===== config.mk =====
export PLATFORM = sky130hd
export DESIGN_NAME = ntt_ctrl_top
export DESIGN_NICKNAME = d
export VERILOG_FILES = /design/src/hw/ntt_ctrl_pkg.sv /design/src/hw/ntt_apb_regs.sv /design/src/hw/ntt_ctrl_top.sv /design/src/hw/ntt_loop_gen.sv /design/src/hw/ntt_writeback_delay.sv
export SDC_FILE = /design/constraint.sdc
export NUM_CORES = 1
export LEC_CHECK = 0
export ABC_AREA = 0
export BUFFER_PORTS_ARGS = -buffer_cell sky130_fd_sc_hd__buf_2
export CORE_MARGIN = 2
export CORE_UTILIZATION = 40
export DETAILED_ROUTE_END_ITERATION = 6
export GPL_TIMING_DRIVEN = 0
export PLACE_DENSITY = 0.63
export SLEW_MARGIN = 20
export SYNTH_ARGS = -nofsm -noshare
export SYNTH_HDL_FRONTEND = slang
export SYNTH_SLANG_ARGS = --single-unit

===== constraint.sdc =====
create_clock -name clk -period 4.1 [get_ports clk]
set_input_delay 0.205 -clock clk [delete_from_list [all_inputs] [get_ports clk]]
set_output_delay 0.205 -clock clk [all_outputs]
set_load 0.01 [all_outputs]

===== src/hw/ntt_ctrl_pkg.sv =====
`default_nettype none

package ntt_ctrl_pkg;

  // transform family selected by the host
  typedef enum logic {
    SCHEME_KYBER = 1'b0,
    SCHEME_DIL   = 1'b1
  } ntt_scheme_t;

  // command word as written to ADDR_CMD
  // bit 0 start, bit 1 inverse, bit 2 scheme
  typedef struct packed {
    ntt_scheme_t scheme;
    logic        inverse;
    logic        start;
  } ntt_cmd_t;

  // one butterfly index per clock
  typedef struct packed {
    // stage
    logic [2:0] p;
    // group inside the stage
    logic [6:0] k;
    // offset inside the group
    logic [6:0] j;
    // final index of the final stage
    logic       last;
  } ntt_index_t;

  // apb widths
  typedef logic [3:0]  apb_addr_t;
  typedef logic [31:0] apb_data_t;

  // kyber radix-4, 32 butterflies per stage
  localparam int unsigned KYBER_LEN    = 32;
  localparam int unsigned KYBER_STAGES = 3;

  // dilithium radix-2, 128 butterflies per stage
  localparam int unsigned DIL_LEN    = 128;
  localparam int unsigned DIL_STAGES = 8;

  // register map
  localparam apb_addr_t ADDR_CMD    = 4'h0;
  localparam apb_addr_t ADDR_STATUS = 4'h4;

  // status register bit positions
  localparam int unsigned STAT_BUSY    = 0;
  localparam int unsigned STAT_DONE    = 1;
  localparam int unsigned STAT_SCHEME  = 2;
  localparam int unsigned STAT_INVERSE = 3;

endpackage

`default_nettype wire


===== src/hw/ntt_apb_regs.sv =====
`timescale 1ns/1ns
`default_nettype none

module ntt_apb_regs (
  input  wire                    clk,
  input  wire                    rst,
  input  wire                    psel,
  input  wire                    penable,
  input  wire                    pwrite,
  input  ntt_ctrl_pkg::apb_addr_t paddr,
  input  ntt_ctrl_pkg::apb_data_t pwdata,
  input  wire                    run_done,
  output ntt_ctrl_pkg::apb_data_t prdata,
  output logic                   pready,
  output logic                   pslverr,
  output logic                   launch,
  output ntt_ctrl_pkg::ntt_cmd_t  cmd,
  output logic                   busy
);

  ntt_ctrl_pkg::ntt_cmd_t cmd_q;
  ntt_ctrl_pkg::ntt_cmd_t wr_cmd;
  logic                   launch_q;
  logic                   busy_q;
  logic                   done_q;
  logic                   acc;
  logic                   sel_cmd;
  logic                   sel_status;
  logic                   start_req;
  logic                   refused;
  logic                   start_ok;
  logic                   status_rd;

  // access phase only, no wait states
  assign acc        = psel & penable;
  assign sel_cmd    = (paddr == ntt_ctrl_pkg::ADDR_CMD);
  assign sel_status = (paddr == ntt_ctrl_pkg::ADDR_STATUS);
  assign wr_cmd     = ntt_ctrl_pkg::ntt_cmd_t'(pwdata[2:0]);

  // start written to the command register
  assign start_req = acc & pwrite & sel_cmd & wr_cmd.start;
  // a launch still in flight counts as busy too
  assign refused   = start_req & (busy | launch_q);
  assign start_ok  = start_req & ~refused;
  assign status_rd = acc & ~pwrite & sel_status;

  assign pready  = 1'b1;
  assign pslverr = acc & ((~sel_cmd & ~sel_status) | refused);

  always_comb begin
    prdata = '0;
    if (acc && !pwrite) begin
      if (sel_cmd) begin
        prdata[2:0] = cmd_q;
      end else if (sel_status) begin
        prdata[ntt_ctrl_pkg::STAT_BUSY]    = busy;
        // a done arriving this cycle is reported already
        prdata[ntt_ctrl_pkg::STAT_DONE]    = done_q | run_done;
        prdata[ntt_ctrl_pkg::STAT_SCHEME]  = cmd_q.scheme;
        prdata[ntt_ctrl_pkg::STAT_INVERSE] = cmd_q.inverse;
      end
    end
  end

  // command held from the last accepted start
  always_ff @(posedge clk or posedge rst) begin
    if (rst) begin
      cmd_q    <= '0;
      launch_q <= 1'b0;
    end else begin
      launch_q <= start_ok;
      if (start_ok) begin
        cmd_q <= wr_cmd;
      end
    end
  end

  // busy from launch to run_done, launch wins a tie
  always_ff @(posedge clk or posedge rst) begin
    if (rst) begin
      busy_q <= 1'b0;
    end else if (launch_q) begin
      busy_q <= 1'b1;
    end else if (run_done) begin
      busy_q <= 1'b0;
    end
  end

  // sticky done, cleared by a status read
  always_ff @(posedge clk or posedge rst) begin
    if (rst) begin
      done_q <= 1'b0;
    end else if (status_rd) begin
      done_q <= 1'b0;
    end else if (run_done) begin
      done_q <= 1'b1;
    end
  end

  // busy drops together with the done pulse
  assign busy   = busy_q & ~run_done;
  assign launch = launch_q;
  assign cmd    = cmd_q;

endmodule

`default_nettype wire


===== src/hw/ntt_ctrl_top.sv =====
`timescale 1ns/1ns
`default_nettype none

module ntt_ctrl_top #(
  // radix-2 latencies in cycles after ren
  parameter int unsigned BF_LAT_R2 = 10,
  parameter int unsigned WB_LAT_R2 = 11,
  // radix-4 latencies in cycles after ren
  parameter int unsigned BF_LAT_R4 = 12,
  parameter int unsigned WB_LAT_R4 = 13
) (
  input  wire                      clk,
  input  wire                      rst,
  input  wire                      psel,
  input  wire                      penable,
  input  wire                      pwrite,
  input  ntt_ctrl_pkg::apb_addr_t   paddr,
  input  ntt_ctrl_pkg::apb_data_t   pwdata,
  output ntt_ctrl_pkg::apb_data_t   prdata,
  output logic                     pready,
  output logic                     pslverr,
  output ntt_ctrl_pkg::ntt_index_t  idx,
  output logic                     ren,
  output logic                     bf_en,
  output logic                     wen,
  output logic                     radix4,
  output logic                     inverse,
  output logic                     done_irq
);

  ntt_ctrl_pkg::ntt_cmd_t cmd;
  logic                   launch;
  logic                   run_done;

  // host registers and run launch
  ntt_apb_regs ntt_apb_regs_i (
    .clk      (clk),
    .rst      (rst),
    .psel     (psel),
    .penable  (penable),
    .pwrite   (pwrite),
    .paddr    (paddr),
    .pwdata   (pwdata),
    .run_done (run_done),
    .prdata   (prdata),
    .pready   (pready),
    .pslverr  (pslverr),
    .launch   (launch),
    .cmd      (cmd),
    .busy     ()
  );

  // butterfly index sequence
  ntt_loop_gen ntt_loop_gen_i (
    .clk    (clk),
    .rst    (rst),
    .launch (launch),
    .cmd    (cmd),
    .idx    (idx),
    .ren    (ren),
    .radix4 (radix4)
  );

  // pipeline latency and completion
  ntt_writeback_delay #(
    .BF_LAT_R2 (BF_LAT_R2),
    .WB_LAT_R2 (WB_LAT_R2),
    .BF_LAT_R4 (BF_LAT_R4),
    .WB_LAT_R4 (WB_LAT_R4)
  ) ntt_writeback_delay_i (
    .clk      (clk),
    .rst      (rst),
    .ren      (ren),
    .last     (idx.last),
    .radix4   (radix4),
    .bf_en    (bf_en),
    .wen      (wen),
    .run_done (run_done)
  );

  // command only changes on an accepted start
  assign inverse = cmd.inverse;
  // one pulse per completed run
  assign done_irq = run_done;

endmodule

`default_nettype wire


===== src/hw/ntt_loop_gen.sv =====
`timescale 1ns/1ns
`default_nettype none

module ntt_loop_gen (
  input  wire                    clk,
  input  wire                    rst,
  input  wire                    launch,
  input  ntt_ctrl_pkg::ntt_cmd_t  cmd,
  output ntt_ctrl_pkg::ntt_index_t idx,
  output logic                   ren,
  output logic                   radix4
);

  logic [2:0] p_q;
  logic [6:0] k_q;
  logic [6:0] j_q;
  logic       ren_q;
  logic       radix4_q;
  logic       inverse_q;

  logic [2:0] shift;
  logic [7:0] len;
  logic [7:0] span;
  logic [6:0] j_max;
  logic [6:0] k_max;
  logic [2:0] top_stage;
  logic [2:0] end_stage;
  logic [2:0] first_stage;
  logic       j_wrap;
  logic       k_wrap;
  logic       last;

  // span exponent, 2p for radix-4 and p for radix-2
  assign shift = radix4_q ? {p_q[1:0], 1'b0} : p_q;
  assign len   = radix4_q ? 8'(ntt_ctrl_pkg::KYBER_LEN) : 8'(ntt_ctrl_pkg::DIL_LEN);
  assign span  = 8'd1 << shift;

  // j runs inside one group, k over the groups of a stage
  assign j_max = 7'(span - 8'd1);
  assign k_max = 7'((len >> shift) - 8'd1);

  assign top_stage = radix4_q ? 3'(ntt_ctrl_pkg::KYBER_STAGES - 1)
                              : 3'(ntt_ctrl_pkg::DIL_STAGES - 1);
  // forward ends at stage 0, inverse at the top stage
  assign end_stage = inverse_q ? top_stage : 3'd0;

  assign j_wrap = (j_q == j_max);
  assign k_wrap = (k_q == k_max);
  assign last   = ren_q & j_wrap & k_wrap & (p_q == end_stage);

  // start stage taken straight from the new command
  always_comb begin
    if (cmd.inverse) begin
      first_stage = 3'd0;
    end else if (cmd.scheme == ntt_ctrl_pkg::SCHEME_KYBER) begin
      first_stage = 3'(ntt_ctrl_pkg::KYBER_STAGES - 1);
    end else begin
      first_stage = 3'(ntt_ctrl_pkg::DIL_STAGES - 1);
    end
  end

  always_ff @(posedge clk or posedge rst) begin
    if (rst) begin
      ren_q     <= 1'b0;
      radix4_q  <= 1'b0;
      inverse_q <= 1'b0;
      p_q       <= '0;
      k_q       <= '0;
      j_q       <= '0;
    end else if (launch) begin
      // first index appears on the edge after launch
      ren_q     <= 1'b1;
      radix4_q  <= (cmd.scheme == ntt_ctrl_pkg::SCHEME_KYBER);
      inverse_q <= cmd.inverse;
      p_q       <= first_stage;
      k_q       <= '0;
      j_q       <= '0;
    end else if (ren_q) begin
      if (last) begin
        // run finished, park the index at zero
        ren_q <= 1'b0;
        p_q   <= '0;
        k_q   <= '0;
        j_q   <= '0;
      end else if (j_wrap) begin
        j_q <= '0;
        if (k_wrap) begin
          k_q <= '0;
          // next stage in the direction of the transform
          if (inverse_q) begin
            p_q <= p_q + 3'd1;
          end else begin
            p_q <= p_q - 3'd1;
          end
        end else begin
          k_q <= k_q + 7'd1;
        end
      end else begin
        j_q <= j_q + 7'd1;
      end
    end
  end

  assign idx.p    = p_q;
  assign idx.k    = k_q;
  assign idx.j    = j_q;
  assign idx.last = last;
  assign ren      = ren_q;
  assign radix4   = radix4_q;

endmodule

`default_nettype wire


===== src/hw/ntt_writeback_delay.sv =====
`timescale 1ns/1ns
`default_nettype none

module ntt_writeback_delay #(
  parameter int unsigned BF_LAT_R2 = 10,
  parameter int unsigned WB_LAT_R2 = 11,
  parameter int unsigned BF_LAT_R4 = 12,
  parameter int unsigned WB_LAT_R4 = 13
) (
  input  wire  clk,
  input  wire  rst,
  input  wire  ren,
  input  wire  last,
  input  wire  radix4,
  output logic bf_en,
  output logic wen,
  output logic run_done
);

  // chain deep enough for the slower write-back
  localparam int unsigned MAX_LAT = (WB_LAT_R2 > WB_LAT_R4) ? WB_LAT_R2 : WB_LAT_R4;

  // ren and last move together through the pipeline
  typedef struct packed {
    logic ren;
    logic last;
  } slot_t;

  slot_t [MAX_LAT-1:0] chain;
  slot_t               bf_tap;
  slot_t               wb_tap;
  logic                radix_q;
  logic                run_start;
  logic                done_q;

  // entry i is ren delayed by i+1 cycles
  always_ff @(posedge clk or posedge rst) begin
    if (rst) begin
      chain <= '0;
    end else begin
      chain <= {chain[MAX_LAT-2:0], slot_t'{ren: ren, last: last}};
    end
  end

  // rising edge of ren marks a new run
  assign run_start = ren & ~chain[0].ren;

  // radix stays fixed for the whole run
  always_ff @(posedge clk or posedge rst) begin
    if (rst) begin
      radix_q <= 1'b0;
    end else if (run_start) begin
      radix_q <= radix4;
    end
  end

  // taps at the latencies of the active radix
  assign bf_tap = radix_q ? chain[BF_LAT_R4-1] : chain[BF_LAT_R2-1];
  assign wb_tap = radix_q ? chain[WB_LAT_R4-1] : chain[WB_LAT_R2-1];

  assign bf_en = bf_tap.ren;
  assign wen   = wb_tap.ren;

  // last write-back has left, done one cycle later
  always_ff @(posedge clk or posedge rst) begin
    if (rst) begin
      done_q <= 1'b0;
    end else begin
      done_q <= wb_tap.ren & wb_tap.last;
    end
  end

  assign run_done = done_q;

endmodule

`default_nettype wire


After elaboration in Yosys (flattened, before gate mapping):

Cells that the tools add are included.

* flip-flop bits (word level): 54
* input bits: 41
* logic and storage cells: 122
* output and inout bits: 58

* eq/ne operators: 4
* $add $sub $neg: 6
* reductions and logical operators: 10
* shift-type cells: 2
* bitwise logic cells: 26
* mux-type cells: 34

Operator list (number)
* two-way mux 7 bit: 9
* two-way mux 3 bit: 12
* bitwise AND 1 bit: 16
* adder 7 x 1 -> 7 bit (second input constant): 2
* == test 7 bit: 2
* subtractor 7 x 1 -> 7 bit (second input constant): 2
* two-way mux 1 bit: 8
* two-way mux 4 bit: 2
* two-way mux 8 bit: 1
* right shift 8 x 3 -> 7 bit: 1
* NOT 1 bit: 7
* << shifter 1 x 3 -> 7 bit (first input constant): 1
* nonzero test 2 bit: 3
* nonzero test 3 bit: 2
* == test 4 x 3 -> 1 bit (second input constant): 1
* zero test 4 bit: 1
* two-way mux 2 bit: 2
* adder 3 x 1 -> 3 bit (second input constant): 1
* == test 3 bit: 1
* OR 1 bit: 3
* AND reduction 3 bit: 1
* subtractor 3 x 1 -> 3 bit (second input constant): 1
* AND reduction 2 bit: 1
* logical AND 1 bit: 1
* zero test 1 bit: 1

Depth between registers and ports, before layout:

* word-level depth: 10
* gate-level depth with buffers: 14
* gate-level depth less buffers: 10

Hierarchy:

Synthesis repeated with hierarchy kept, for this count alone.

* cells, all modules: 306
* area, all modules: 3051.7 um^2

Modules (own cells, without submodules)
* ntt_loop_gen: seq. area each 500.5 um^2, cells an instance 207, area an instance 1741.7 um^2, times used 1
* ntt_writeback_delay: seq. area each 700.7 um^2, cells an instance 36, area an instance 769.5 um^2, times used 1
* ntt_apb_regs: seq. area each 150.1 um^2, cells an instance 63, area an instance 540.5 um^2, times used 1

Worst setup path after synthesis:

OpenSTA, ideal clock, no wires.

* path type: reg-to-output
* from: register ntt_loop_gen_i.p_q[1]
* to: output port idx[0] (netlist name)
* arrival time: 3023 ps
* data required time: 3895 ps
* path slack: 872 ps
* stages on the path, launching flop included: 14
* cells stage by stage: dfrtp_1 > buf_2 > inv_2 > or3_1 > ha_1 > buf_2 > o2111a_1 > nor4_1 > nand4b_1 > a211oi_2 > buf_2 > nand2_1 > nor3_1 > buf_4

* word-level cells in the longest chain between the ends: 7

Ends and longest elaborated chain
* start, declared: RTL line ntt_loop_gen.sv:14 `logic [2:0] p_q;`
* start signal, assigned: RTL line ntt_loop_gen.sv:75 `p_q <= first_stage;`
* start signal, assigned: RTL line ntt_loop_gen.sv:91 `p_q <= p_q + 3'd1;`
* start signal, assigned: RTL line ntt_loop_gen.sv:93 `p_q <= p_q - 3'd1;`
* branches (longest 6 deep; another with subtractor 7 x 1 -> 7 bit)
* bitwise AND 1 bit *: RTL line ntt_loop_gen.sv:49 `assign last = ren_q & j_wrap & k_wrap & (p_q == end_stage);`
* end, declared: RTL line ntt_ctrl_top.sv:22 `output ntt_ctrl_pkg::ntt_index_t idx,`

Mark *: on every way between the ends.

Worst setup path in the final report:

Ends and elaborated chain as after synthesis.

==> run summary <==
Unique cell type count in the Yosys netlist: 62. 99 I/O pins were placed. For the CTS buffer count, the log shows 5. dfrtp_1 is the most common cell in the netlist. Sorting the synthesized cells by area gives the leading types as dfrtp_1, buf_4, xnor2_1. The floorplan step defined a die boundary enclosing 8490 um2. The horizontal die dimension came out at 92.1 um. After detailed routing, the number of remaining DRC violations is 0. The most used flip-flop cell after synthesis is dfrtp_1. The signal on the critical path passes through clkbuf_4 > inv_2 > or3_1 > ha_1 > buf_2 > o2111a_1 > nor4_1 > nand4b_1 > a211oi_4 > buf_4 > nand2_1 > nor3_2 > buf_4 > buf_2. Setup repair after global routing left no endpoint under its margin. The run gives 488 as the number of cells after detailed placement.

The leakage component of the power was 1.79 nW; the total buffers and inverters traversed by the critical path was 6. In the global route stage, overall resource usage came out at 17.1%. The number of antenna diodes in the final layout is 0. Counting every instance in the synthesized netlist gives 318. STA classifies the critical path endpoint as an output pin.

The final hold violation count was 0. The synthesized design spends more area on one cell type than any other, namely dfrtp_1. The count of non-filler cells in the finished layout was 498; the number of global-route vias before repair was 2395. In this run the vertical extent of the chip is 92.1 um.

The core region is 7610 um2. Along the worst path, the maximum fanout reaches 10. The data arrival time of the critical path was 3650 ps; the transition time at the pin with the least slew margin was 640 ps. In the final timing run, aggregate negative setup slack is 0 ps. The run gives 40.8% as the initial cell density of the core. For the number of antenna violations at the first check in global routing, the log shows 0.

Setup violations remaining at the end of the flow were counted as 0. The largest single stage delay on the critical path is 470 ps. The peak supply drop is 197 uV, and the number of I/O port buffers is 40.

Once detailed placement completed, the half-perimeter wirelength came to 5.22 mm. Headroom to the max-slew limit came out at 56.9%. Dividing the synthesized area by the synthesized cell count gives 9.77 um2. Sequential cells were found to cover 43.5% of the synthesized design area. The critical path is of the reg -> out type. The synthesized design contains 54 register bits. For the final database, setup skew stands at 7.03 ps. The run gives 1.33 mW as the total power.

The post-synthesis cell area was 3110 um2; the initial DRC count was 184. The kind of path behind the tightest hold check is in -> reg. The area growth from synthesis to layout is 18.7%. The clock reaches the later pin of the worst-skew pair after 310 ps. For this run, the detailed router's first-pass iteration total came to 4. CTS built an H-tree with a depth of 2. Hold is met by 99.0 ps. Clock tree synthesis selected as its root buffer the cell clkbuf_8. Critical path's top delay family: simple AND/OR/NAND/NOR gates. Summed over its instances, the top area cell type makes up 43.5% of the synthesized netlist area.

In the synthesized netlist, the cells that appear most often are dfrtp_1, buf_4, nand2_1, nor2_1, nor3_1. STA classifies the critical path startpoint as a flop. On the critical path, the stage with the largest delay is an instance of dfrtp_2.

Based on the critical path, the design can be clocked at up to 259 MHz. The logs give 442 for the number of nets in the finished design and 3890 ps for the data required time of the critical path. For this run, asynchronously set or reset flops after synthesis account for 100%.

The tree built by TritonCTS fans out to 54 sinks. The first global-routing pass estimated 11.7 mm of wire. The run gives 0.952 as the final weighted congestion of routability-driven global placement. The layout has 730 filler cells.

Global routing finished with a remaining overflow of 0. The flow ran to the end, and the final reports show no timing, DRC or antenna violations. TritonCTS built the clock tree. The post-detailed-routing wire length is 6.98 mm, and the power density relative to cell area is 362 nW/um2. The number of synthesized flops with an enable pin is 0, and the detailed-route wire length per cell is 14.0 um. Counting along the longest clock path gives a buffer depth of 2.

The clock transition time at the flip-flop clock pins of the worst setup and hold paths came out at 90 ps. Once detail routing completed, the nets flagged for antenna violations numbered 0. The number of violations of the max-capacitance limit is 0.

The initialized floorplan defines 32 standard-cell rows. The logs give 29 for the largest net degree at the start of global routing and 0 for the number of synthesis warnings. The period utilization was 94.1%; the ratio of cells with drive above 1 in the final layout was 28.0%. The total via count in the routed design was 2530; the average vias per placed instance was 5.08. The run gives 0 as the number of pins with negative max-slew slack in the final report.

Clock period minus final worst setup slack: 3860 ps.
==> cell usage in the layout, fill, tap and decap left out, types with 4 or more instances in the layout <==
cell type	n
xor2_1	4
mux2i_1	4
and3_1	7
o221ai_1	4
nand3_1	13
nor2b_1	4
a211oi_1	5
or3_1	7
nand2_1	25
clkbuf_8	5
dfrtp_1	53
o21ai_0	10
nand3b_1	4
mux2_2	5
nor3b_1	4
ha_1	5
buf_4	33
nor2_1	14
xnor2_1	11
a21oi_1	13
nand2b_1	7
clkbuf_1	6
inv_1	9
conb_1	29
nor3_1	13
buf_2	46
==> worst register-to-register path: stages (launching register included) <==
cell      delay (ps)
dfrtp_2          470
clkbuf_4         230
inv_2            130
or3_1            370
ha_1             250
buf_2            210
o2111a_1         150
nor4_1           300
nand4b_1         190
a211oi_4         260
buf_4            210
a21oi_2           70
mux2_1           330
==> state kept, by name, summed over array words and instances (netlist names) <==
register and cells:
ntt_writeback_delay_i.run_done 1, ntt_writeback_delay_i.chain 26, ntt_loop_gen_i.k_q 7, ntt_apb_regs_i.cmd 3
ntt_loop_gen_i.ren 1, ntt_apb_regs_i.busy_q 1, ntt_apb_regs_i.done_q 1, ntt_loop_gen_i.p_q 3
ntt_writeback_delay_i.radix_q 1, ntt_loop_gen_i.inverse_q 1, ntt_apb_regs_i.launch 1, ntt_loop_gen_i.radix4 1
ntt_loop_gen_i.j_q 7
==> power breakdown <==
| part | leakage [nW] | internal, mW | switching (mW) | total [mW] |
|---|---|---|---|---|
| logic | 1.04 | 0.179 | 0.210 | 0.389 |
| clock network | 0.0408 | 0.122 | 0.175 | 0.298 |
| registers | 0.705 | 0.585 | 0.0629 | 0.648 |
==> through the flow <==
stage	util [%]	instance area, um2	setup WS [ps]
after floorplan	-	3210	872
after global placement	46.5	3540	33.1
after detailed placement	46.7	3560	56.9
after CTS	48.4	3680	36.5
after global routing	48.5	3690	22.5
final	48.5	3690	240
==> final timing paths <==
kind,startpoint,to,slack (ps),cells after the start
max in group asynchronous,rst,ntt_loop_gen_i.p_q[1],3040,4
min reg2reg,ntt_writeback_delay_i.chain[18],ntt_writeback_delay_i.chain[20],360,0
min,pwdata[1],ntt_apb_regs_i.cmd[1],100,3
max reg2reg,ntt_loop_gen_i.p_q[1],ntt_loop_gen_i.p_q[2],820,12
max,ntt_loop_gen_i.p_q[1],idx[0],240,14
min in group asynchronous,rst,ntt_writeback_delay_i.chain[5],500,3
==> cells by family (layout without fill, tap and decap cells) <==
kind of cell,count (synthesis),after routing,share of synthesized area (%)
AOI/OAI and AO/OA,59,59,14.7
xor gates and xnor gates,15,15,4.23
adders and majority gates,6,6,2.66
buffers and inverters,59,110,11.4
DFF,54,54,43.5
muxes,10,10,3.46
other,2,29,0.242
and+or+nand+nor,113,113,19.8
==> final cells by class <==
class | instances | area, um2 | share of cell area (%)
tap | 102 | 128 | 3.46
clock inverter | 3 | 23.8 | 0.645
multi-input combinational | 232 | 1520 | 41.1
sequential | 54 | 1350 | 36.7
inverter | 11 | 41.3 | 1.12
buffer | 48 | 320 | 8.68
clock buffer | 5 | 68.8 | 1.87
timing repair buffer | 43 | 238 | 6.45
==> per-layer routing <==
layer	track usage (%)	wire, um	up-vias
met5	0	0	-
met4	4.35	63	0
met3	3.20	409	4
met2	28.5	3370	84
met1	23.2	3130	1228
li1	-	-	1214
==> repair_timing <==
action,4_1_cts,5_1_grt
setup buffers,1,0
pin swaps,1,0
endpoints found under the hold margin,26,0
endpoints found under the setup margin,1,1
hold buffers,1,0
resized for setup,2,6
No activity file was read; power rests on OpenSTA's default activity.
